`src/source/issue_defines.svh`:
```
`ifndef ISSUE_DEFINES_SVH
`define ISSUE_DEFINES_SVH

// operand and tag widths
`define DATA_W         32
`define TAG_W          6

// data memory, word addressed through byte address bits 7:2
`define DMEM_DEPTH     64
`define DMEM_ADDR_W    6

// cycles from grant to broadcast
`define MULT_LATENCY   4
// div latency doubles as the reservation vector length
`define DIV_LATENCY    7

// apb byte addresses
`define REG_CTRL       8'h00
`define REG_BCAST_CNT  8'h04
`define REG_STALL_CNT  8'h08

`endif

```
`src/source/issue_pkg.sv`:
```
`include "issue_defines.svh"

package issue_pkg;

   // operand and result paths
   typedef logic [`DATA_W-1:0] data_t;

   // reservation station tag
   typedef logic [`TAG_W-1:0] tag_t;

   typedef logic [7:0] apb_addr_t;

   // integer unit operations, the two branches only set a taken flag
   typedef enum logic [3:0] {
      op_add = 4'd0,
      op_sub = 4'd1,
      op_and = 4'd2,
      op_or  = 4'd3,
      op_xor = 4'd4,
      op_slt = 4'd5,
      op_beq = 4'd6,
      op_bne = 4'd7
   } alu_op_t;

endpackage

```
`src/source/issue_regs.sv`:
```
`timescale 1ns/1ps
`include "issue_defines.svh"

module issue_regs
   import issue_pkg::*;
(
   input  logic      clk,
   input  logic      reset,
   input  logic      psel,
   input  logic      penable,
   input  logic      pwrite,
   input  apb_addr_t paddr,
   input  data_t     pwdata,
   output data_t     prdata,
   output logic      pready,
   output logic      pslverr,
   input  logic      cdb_valid,
   input  logic      stall,
   output logic      prio_int_first
);

   data_t bcast_cnt;
   data_t stall_cnt;
   logic  access;
   logic  wr;
   logic  addr_ok;

   assign access  = psel & penable;
   assign wr      = access & pwrite;
   assign addr_ok = (paddr == `REG_CTRL) || (paddr == `REG_BCAST_CNT) ||
                    (paddr == `REG_STALL_CNT);

   // no wait states
   assign pready  = 1'b1;
   assign pslverr = access & ~addr_ok;

   always_ff @(posedge clk) begin
      if (reset) begin
         prio_int_first <= 1'b0;
         bcast_cnt      <= '0;
         stall_cnt      <= '0;
      end else begin
         if (wr && paddr == `REG_CTRL) begin
            prio_int_first <= pwdata[0];
         end
         // a write of any value clears a counter
         if (wr && paddr == `REG_BCAST_CNT) begin
            bcast_cnt <= '0;
         end else if (cdb_valid) begin
            bcast_cnt <= bcast_cnt + 1'b1;
         end
         if (wr && paddr == `REG_STALL_CNT) begin
            stall_cnt <= '0;
         end else if (stall) begin
            stall_cnt <= stall_cnt + 1'b1;
         end
      end
   end

   always_comb begin
      case (paddr)
         `REG_CTRL:      prdata = {{(`DATA_W-1){1'b0}}, prio_int_first};
         `REG_BCAST_CNT: prdata = bcast_cnt;
         `REG_STALL_CNT: prdata = stall_cnt;
         default:        prdata = '0;
      endcase
   end

endmodule

```
`config.mk`:
```
export PLATFORM = sky130hd
export DESIGN_NAME = issue_regs
export DESIGN_NICKNAME = d
export VERILOG_FILES = /design/src/source/issue_pkg.sv /design/src/source/issue_regs.sv
export VERILOG_INCLUDE_DIRS = /design/src /design/src/source
export SDC_FILE = /design/constraint.sdc
export NUM_CORES = 1
export LEC_CHECK = 0
export BUFFER_PORTS_ARGS = -buffer_cell sky130_fd_sc_hd__buf_2
export CAP_MARGIN = 20
export CORE_MARGIN = 2
export CORE_UTILIZATION = 54
export CTS_CLUSTER_SIZE = 16
export DETAILED_ROUTE_END_ITERATION = 10
export HOLD_SLACK_MARGIN = 0.05
export PLACE_DENSITY = 0.8
export SKIP_CTS_REPAIR_TIMING = 1
export SYNTH_ARGS = -nofsm -noshare
export SYNTH_HDL_FRONTEND = slang
export SYNTH_SLANG_ARGS = --single-unit
```
`constraint.sdc`:
```
create_clock -name clk -period 2.16 [get_ports clk]
set_input_delay 0.108 -clock clk [delete_from_list [all_inputs] [get_ports clk]]
set_output_delay 0.108 -clock clk [all_outputs]
set_load 0.01 [all_outputs]
```
==> results.toml, run 1 <==
[sta]
finalCriticalPeriod_ns = 2.07
hold_slack_ns = 0.0988
slew_viol_final = 0
finalSetupTns_ns = 0
finalSetupViolCount = 0
worstMarginPinSlew_ns = 0.765
max_freq_ghz = 0.483
slew_headroom_pct = 48.3
skew_ns = 0.00863
hold_viol = 0
finalWorstSetupSlack_ns = 0.0886
period_share_pct = 95.9

[floorplanning]
num_rows = 29
die-area_um2 = 7110
start_util_pct = 55.5
pin_count = 82
die_w_um = 84.3
die_y_um = 84.3
core_um2 = 6280

[synth]
syn_inst = 420
yosys_register_bits = 65
synth_fp_nets = 469
syn_avg_cell_area_um2 = 8.29
yosysWarnings = 0
ys_seq_area_share_pct = 37.4
ys.flop_type = "dfxtp_1"
yosysUniqueCellTypes = 40
netlist_area_um2 = 3480
synth-edff-count = 0
synthArstFlopShare_pct = 0

[global_routing]
grt.overflow.total = 0
first_global_vias = 3325
grt_antenna_before_repair = 0
grt_max_degree = 21
grt_use_total_pct = 27.4
grt_pass1_wl_um = 15700

[setup_path]
worst_path_max_delay_cell = "or4_1"
crit_required_ns = 2.41
reg2reg_to = "stall_cnt[22]$_SDFFE_PP0P_"
arrival_ns = 2.33
r2r_setup_slack_ns = 0.09
reg2regPathDepth = 5
path_cells = "ha_1, nand3_1, or4_1, o31a_1, o21a_1"
startpoint_type = "flip-flop"
critPathMaxFanout = 9
cp-end-kind = "flip-flop"
path_class = "flip-flop to flip-flop"
crit_path_max_incr_delay_ns = 0.73
crit-reg2reg-launch = "stall_cnt[1]$_SDFFE_PP0P_"

[pwr]
switchingPower_uw = 538
switching_share_pct = 23.4
clkPwrFrac_pct = 42.3
p_leak_nw = 1.53
combPwrFrac_pct = 4.9
power_frac_seq_pct = 52.9
p_int_mw = 1.75
total_power_mw = 2.29
p_per_area_nw_per_um2 = 545
ir_drop_v = 0.000301

[min_path]
worstHoldStart = "stall"
whs_path_depth = 3
hold_end = "stall_cnt[1]$_SDFFE_PP0P_"
hold_class = "primary input to flip-flop"

[cts]
cts_tree = "built"
clkLatencyLatePin_ns = 0.36
cts_buffers = 9
cts_max_level = 3
ctsRootBufferMaster = "clkbuf_8"
numClockSinks = 65
cts.path.max_buffers = 2
path_clk_slew_ns = 0.07

[drt]
routed_wl_um = 9450
via_per_inst = 6.29
drc = 0
drt_iter0_drc = 299
routedWlPerCell_um = 16.6
vias = 3590
antenna_left = 0
firstDrtPassIters = 5

[finish]
fillers = 516
syn_to_final_growth_pct = 20.7
finalNetCount = 539
antenna_cells = 0
layout-drive-gt1-share_pct = 21.5
finalInstanceArea_um2 = 4210

[run]
drv_cap = 0

[outcome]
status = "complete, no violations"

[placed_design]
dp_slack_ns = 0.111
io_buffer_count = 49
hpwl_um = 6760
gp_congestion = 0.898
dpl_cell_area_um2 = 3990
[sequential cells by signal, indices dropped and copies added (netlist names)]
register        flops
stall_cnt          32
prio_int_first      1
bcast_cnt          32
[per-layer routing]
layer  wire length [um]  global-route usage, %  vias up
met5                  0                      0        -
met4                187                   11.4        0
met3                582                   5.01       18
met2               4590                   45.7      113
met1               4100                   34.8     1723
li1                   -                      -     1736
[cells in the final DEF, fill, tap and decap left out, types with 3 or more instances in the layout]
cell type / instances
nor3_1: 5
nor4_1: 10
nand3_1: 18
inv_1: 9
nand2_1: 33
buf_2: 49
clkbuf_8: 12
dfxtp_1: 64
or4_1: 22
nor2_1: 30
o21ai_0: 16
and3_1: 5
nand4_1: 18
a21oi_1: 32
or3_1: 16
o21a_1: 3
mux2i_1: 7
xnor2_1: 12
and4_1: 6
o31a_1: 3
buf_4: 34
o31ai_1: 16
xor2_1: 11
a22o_1: 31
[through the flow]
step                      cells  utilization, %
final                       571            67.0
after global routing        571            67.0
after CTS                   569            66.5
after detailed placement    554            63.6
after global placement      554            63.6
after floorplan             420               -
[how the worst max path moves through the flow]
stage                               start                    endpoint  slack [ns]  cells past startpoint
5_1_grt        stall_cnt[16]$_SDFFE_PP0P_  stall_cnt[27]$_SDFFE_PP0P_      -0.009                      4
4_1_cts        stall_cnt[16]$_SDFFE_PP0P_  stall_cnt[28]$_SDFFE_PP0P_        0.11                      4
3_3_place_gp    bcast_cnt[9]$_SDFFE_PP0P_  bcast_cnt[26]$_SDFFE_PP0P_        0.18                      5
6_report        stall_cnt[1]$_SDFFE_PP0P_  stall_cnt[22]$_SDFFE_PP0P_        0.09                      5
3_5_place_dp   stall_cnt[16]$_SDFFE_PP0P_  stall_cnt[30]$_SDFFE_PP0P_        0.11                      4
2_1_floorplan   stall_cnt[0]$_SDFFE_PP0P_  stall_cnt[30]$_SDFFE_PP0P_        0.23                      6
[cell families after synthesis]
logic type / share of synthesized area [%]
buffers and inverters: 4.31
multiplexers: 2.01
adder cells (fa/ha/maj): 0.718
AND/OR/NAND/NOR: 28.5
flip-flops: 37.4
other: 0.108
XOR/XNOR: 5.78
AO/OA/AOI/OAI: 21.2
[power by group through the flow]
stage / clock (mW) / sequential [mW] / combinational [mW]
5_1_grt: 1.03 / 1.21 / 0.123
3_5_place_dp: 0 / 1.24 / 0.110
3_3_place_gp: 0 / 1.24 / 0.105
6_report: 0.969 / 1.21 / 0.112
4_1_cts: 0.984 / 1.21 / 0.110
2_1_floorplan: 0 / 1.24 / 0.0545
[synth_stat cells, types with 5 or more instances]
| library cell | instances | share of area [%] |
|---|---|---|
| clkbuf_1 | 15 | 1.6 |
| nor4_1 | 10 | 1.8 |
| buf_2 | 8 | 1.1 |
| o31ai_1 | 16 | 3.4 |
| mux2i_1 | 7 | 2.0 |
| and3_1 | 5 | 0.90 |
| nand4_1 | 18 | 3.2 |
| xor2_1 | 11 | 2.8 |
| and4_1 | 6 | 1.5 |
| inv_1 | 9 | 0.97 |
| nand2_1 | 33 | 3.6 |
| a22o_1 | 31 | 7.8 |
| or4_1 | 23 | 5.0 |
| dfxtp_1 | 65 | 37 |
| or3_1 | 17 | 3.1 |
| xnor2_1 | 12 | 3.0 |
| nand3_1 | 18 | 2.6 |
| o21ai_0 | 16 | 2.3 |
| nor3_1 | 6 | 0.86 |
| a21oi_1 | 32 | 4.6 |
| nor2_1 | 30 | 3.2 |
[critical path, delay by kind of cell, from the launching register on]
family	cells	cell delay, ns
compound gates	2	0.50
fa+ha+maj	1	0.21
flops	1	0.38
simple gates	2	0.89
[area by class of cell]
cell class              instances  area [um2]  share of cell area (%)
clock buffers                  13         169                    4.02
clock inverters                 2        12.5                   0.298
inverters                       9        33.8                   0.803
multi-input cells             319        2050                    48.8
flip-flops and latches         65        1300                    31.0
well taps                      77        96.3                    2.29
repair buffers                 86         541                    12.9
(Power assumes the default switching activity.)
==> run 2: changes to the inputs <==
--- a/config.mk
+++ b/config.mk
@@ -6,7 +6,7 @@
 export SDC_FILE = /design/constraint.sdc
 export NUM_CORES = 1
 export LEC_CHECK = 0
-export BUFFER_PORTS_ARGS = -buffer_cell sky130_fd_sc_hd__buf_2
+export BUFFER_PORTS_ARGS = -buffer_cell sky130_fd_sc_hd__buf_4
 export CAP_MARGIN = 20
 export CORE_MARGIN = 2
 export CORE_UTILIZATION = 54
==> run 2 against run 1 <==
  * Sequential share of layout area down 0.71 points
  * Cell count down 0.88%
  * Combinational power up 6%
  * Critical path depth unchanged
  * First-iteration DRC count down 43%
  * Hold slack worse by 0.037 ns
  * Utilization up 1.5 points
  * Routed wire length down 2.9%
  * Critical endpoint is now bcast_cnt[26]$_SDFFE_PP0P_
==> results.toml, run 2 (synthesis gave the netlist of run 1 again) <==
[cts]
cts_max_level = 3
ctsRootBufferMaster = "clkbuf_8"
cts_buffers = 9
path_clk_slew_ns = 0.08
cts_tree = "built"
cts.path.max_buffers = 2
clkLatencyLatePin_ns = 0.35
numClockSinks = 65

[run]
drv_cap = 0

[pwr]
switching_share_pct = 24.3
clkPwrFrac_pct = 43.7
total_power_mw = 2.36
p_int_mw = 1.79
switchingPower_uw = 574
ir_drop_v = 0.000364
combPwrFrac_pct = 5.0
p_leak_nw = 1.51
power_frac_seq_pct = 51.3
p_per_area_nw_per_um2 = 550

[placed_design]
gp_congestion = 0.818
io_buffer_count = 49
dp_slack_ns = 0.110
hpwl_um = 6490

[sta]
slew_headroom_pct = 45.7
finalSetupViolCount = 0
skew_ns = 0.00990
rsz0062_at_grt = "no"
worstMarginPinSlew_ns = 0.804
finalWorstSetupSlack_ns = 0.138
finalCriticalPeriod_ns = 2.02
slew_viol_final = 0
period_share_pct = 93.6
finalSetupTns_ns = 0
max_freq_ghz = 0.495
hold_viol = 0

[setup_path]
reg2regPathDepth = 5
reg2reg_to = "bcast_cnt[26]$_SDFFE_PP0P_"
crit-reg2reg-launch = "bcast_cnt[9]$_SDFFE_PP0P_"
crit_start = "bcast_cnt[9]$_SDFFE_PP0P_"
arrival_ns = 2.30
critPathMaxFanout = 18
r2r_setup_slack_ns = 0.14
startpoint_type = "flip-flop"
cp-end-kind = "flip-flop"
crit_required_ns = 2.44
path_class = "flip-flop to flip-flop"
critPathCapture = "bcast_cnt[26]$_SDFFE_PP0P_"

[outcome]
status = "complete, no violations"

[floorplanning]
die_w_um = 84.3
pin_count = 82
die_y_um = 84.3
core_um2 = 6280
start_util_pct = 55.5
die-area_um2 = 7110
num_rows = 29

[min_path]
whs_path_depth = 3
hold_class = "primary input to flip-flop"

[finish]
layout-drive-gt1-share_pct = 20.9
final_common_cell = "buf_4"
syn_to_final_growth_pct = 23.4
antenna_cells = 0
finalNetCount = 533
largestRegisters = "bcast_cnt x32, stall_cnt x32, prio_int_first x1"
most-common-layout-cells = "buf_4, dfxtp_1, nand2_1"

[global_routing]
grt.overflow.total = 0
first_global_vias = 3304
grt_use_total_pct = 26.8
grt_pass1_wl_um = 15500
grt_antenna_before_repair = 0
grt_max_degree = 32

[drt]
routed_wl_um = 9180
routedWlPerCell_um = 16.2
firstDrtPassIters = 4
drc = 0
drt_iter0_drc = 169
vias = 3520
via_per_inst = 6.22
antenna_left = 0
==> run 2: worst min-delay path by stage <==
| stage | start | to |
|---|---|---|
| global placement | reset | prio_int_first$_SDFFE_PP0P_ |
| CTS | reset | prio_int_first$_SDFFE_PP0P_ |
| finish | stall | stall_cnt[0]$_SDFFE_PP0P_ |
| floorplan | reset | prio_int_first$_SDFFE_PP0P_ |
| detailed placement | reset | prio_int_first$_SDFFE_PP0P_ |
| global route | stall | stall_cnt[0]$_SDFFE_PP0P_ |
==> run 2: cell type report <==
cell class,count,area (um2)
Tap cell,77,96.3
Inverter,9,33.8
Multi-Input combinational cell,319,2050
Timing Repair Buffer,80,618
Clock inverter,7,71.3
Fill cell,516,1980
Sequential cell,65,1300
Clock buffer,9,124
==> run 2: power by group through the flow <==
stage	clock network (mW)	registers (mW)	logic, mW
floorplan	0	1.24	0.0545
detailed placement	0	1.24	0.117
global route	1.09	1.21	0.132
finish	1.03	1.21	0.119
CTS	1.05	1.21	0.118
global placement	0	1.24	0.113
==> run 2: metal layers <==
layer	routed length (um)	up-vias	global-route usage [%]
met5	0	-	0
met2	4580	96	46.0
met4	102	0	9.97
met1	4060	1692	34.4
met3	439	10	3.34
li1	-	1722	-
==> run 2: worst max-delay path: stages (launching register included) <==
cell and delay [ns]:
dfxtp_1 0.42, nand3_1 0.11, or4_1 0.52, buf_4 0.21
or4_1 0.52, a21oi_1 0.17
==> run 2: metrics by stage <==
step | utilization [%] | hold slack (ns) | cell area, um2 | cells
floorplan | - | 0.180 | 3480 | 420
global placement | 64.9 | 0.309 | 4070 | 548
detailed placement | 64.9 | 0.315 | 4070 | 548
global route | 68.5 | 0.0761 | 4300 | 566
finish | 68.5 | 0.0620 | 4300 | 566
CTS | 68.0 | -0.0551 | 4270 | 564
==> run 3: changes to the inputs <==
--- a/config.mk
+++ b/config.mk
@@ -8,12 +8,14 @@
 export LEC_CHECK = 0
 export BUFFER_PORTS_ARGS = -buffer_cell sky130_fd_sc_hd__buf_4
 export CAP_MARGIN = 20
-export CORE_MARGIN = 2
-export CORE_UTILIZATION = 54
+export CELL_PAD_IN_SITES_DETAIL_PLACEMENT = 0
+export CELL_PAD_IN_SITES_GLOBAL_PLACEMENT = 1
+export CORE_MARGIN = 4
+export CORE_UTILIZATION = 39
 export CTS_CLUSTER_SIZE = 16
 export DETAILED_ROUTE_END_ITERATION = 10
 export HOLD_SLACK_MARGIN = 0.05
-export PLACE_DENSITY = 0.8
+export PLACE_DENSITY_LB_ADDON = 0.1
 export SKIP_CTS_REPAIR_TIMING = 1
 export SYNTH_ARGS = -nofsm -noshare
 export SYNTH_HDL_FRONTEND = slang
==> run 3 against run 2 <==
  * Largest cell class unchanged
  * Routed wire length increased by 7.6%
  * Flip-flop and latch count unchanged
  * Via count decreased by 1.2%
  * Total power decreased by 4.3%
==> results.toml, run 3 (synthesis gave the netlist of run 1 again) <==
[floorplanning]
start_util_pct = 39.9
num_rows = 34
die_y_um = 103
die_w_um = 103
pin_count = 82
die-area_um2 = 10500
core_um2 = 8720

[outcome]
status = "complete, no violations"

[drt]
routed_wl_um = 9870
antenna_left = 0
drt_iter0_drc = 124
via_per_inst = 5.76
drc = 0
vias = 3478
firstDrtPassIters = 4
routedWlPerCell_um = 16.3

[setup_path]
crit_path_max_incr_delay_ns = 0.51
critPathMaxFanout = 18
cp-end-kind = "flip-flop"
crit_family = "simple AND/OR/NAND/NOR gates"
critPathBufInv = 1
arrival_ns = 2.30
path_class = "flip-flop to flip-flop"
crit_required_ns = 2.43
worst_path_max_delay_cell = "or4_1"
startpoint_type = "flip-flop"
crit_path_frequent_cell = "or4_1"
path_cells = "nand3_1, or4_1, buf_4, or4_1, a21oi_1"

[run]
drv_cap = 0

[pwr]
p_per_area_nw_per_um2 = 518
ir_drop_v = 0.000245
p_leak_nw = 1.54

[sta]
max_freq_ghz = 0.493
finalSetupTns_ns = 0
finalCriticalPeriod_ns = 2.03
slew_headroom_pct = 48.7
finalSetupViolCount = 0
rsz0062_at_grt = "no"
skew_ns = 0.00916
slew_viol_final = 0
period_share_pct = 93.8
hold_slack_ns = 0.0623
worstMarginPinSlew_ns = 0.759
finalWorstSetupSlack_ns = 0.133
hold_viol = 0

[global_routing]
grt_use_total_pct = 19.6
first_global_vias = 3312
grt.overflow.total = 0
grt_antenna_before_repair = 0
grt_use_met3_pct = 4.87
use_met1_pct = 26.2
grt_busiest_layer = "met2"
grt_use_met2_pct = 32.1
grt_pass1_wl_um = 16300
grt_max_degree = 32

[placed_design]
gp_congestion = 0.803
dp_slack_ns = 0.0618
dpl_cell_area_um2 = 4160
hpwl_um = 7100
io_buffer_count = 49

[cts]
cts_tree = "built"
cts.path.max_buffers = 2
cts_max_level = 3
cts_buffers = 9
clkLatencyLatePin_ns = 0.34
ctsRootBufferMaster = "clkbuf_8"
path_clk_slew_ns = 0.08
numClockSinks = 65

[finish]
syn_to_final_growth_pct = 25.3
largestRegisters = "bcast_cnt x32, stall_cnt x32, prio_int_first x1"
finalNetCount = 540
final_common_cell = "buf_4"
antenna_cells = 0
most-common-layout-cells = "buf_4, dfxtp_1, nand2_1"
finalInstanceArea_um2 = 4360
layout-drive-gt1-share_pct = 21.6

[min_path]
hold_class = "primary input to flip-flop"
[run 3: worst register-to-register path: cells and delay by family (launching register included)]
family	cells	cell delay, ns
and+or+nand+nor	3	1.14
DFF	1	0.44
buffers and inverters	1	0.21
AOI/OAI and AO/OA	1	0.16
[run 3: final cells by class]
class | count | area, um2
fillers | 872 | 4360
multi-input cells | 319 | 2050
flip-flops and latches | 65 | 1300
repair buffers | 87 | 671
clock buffers | 11 | 141
well taps | 108 | 135
inverters | 9 | 33.8
clock inverters | 5 | 31.3
[run 3: worst paths after layout]
check / from / to / slack [ns] / depth (start not counted)
max: bcast_cnt[6]$_SDFFE_PP0P_ / bcast_cnt[26]$_SDFFE_PP0P_ / 0.13 / 5
min: stall / stall_cnt[1]$_SDFFE_PP0P_ / 0.06 / 3
min reg2reg: bcast_cnt[29]$_SDFFE_PP0P_ / bcast_cnt[29]$_SDFFE_PP0P_ / 0.50 / 2
max reg2reg: bcast_cnt[6]$_SDFFE_PP0P_ / bcast_cnt[26]$_SDFFE_PP0P_ / 0.13 / 5
[run 3: power by group]
| group | switching, mW | leakage [nW] | internal, mW |
|---|---|---|---|
| Combinational | 0.0640 | 0.929 | 0.0513 |
| Sequential | 0.00533 | 0.524 | 1.21 |
| Clock | 0.491 | 0.0891 | 0.444 |
| Total | 0.560 | 1.54 | 1.70 |
[run 3: routing by layer]
layer	part of all wire (%)	up-vias	routed length, um
met3	5.4	9	529
met5	0	-	0
met2	48	81	4690
li1	-	1729	-
met1	46	1659	4560
met4	0.88	0	87
[run 3: through the flow]
stage | util (%) | total power, mW | std cells
4_1_cts | 49.7 | 2.28 | 602
3_5_place_dp | 47.7 | 1.35 | 586
2_1_floorplan | - | 1.30 | 420
3_3_place_gp | 47.7 | 1.35 | 586
6_report | 50.0 | 2.26 | 604
5_1_grt | 50.0 | 2.35 | 604
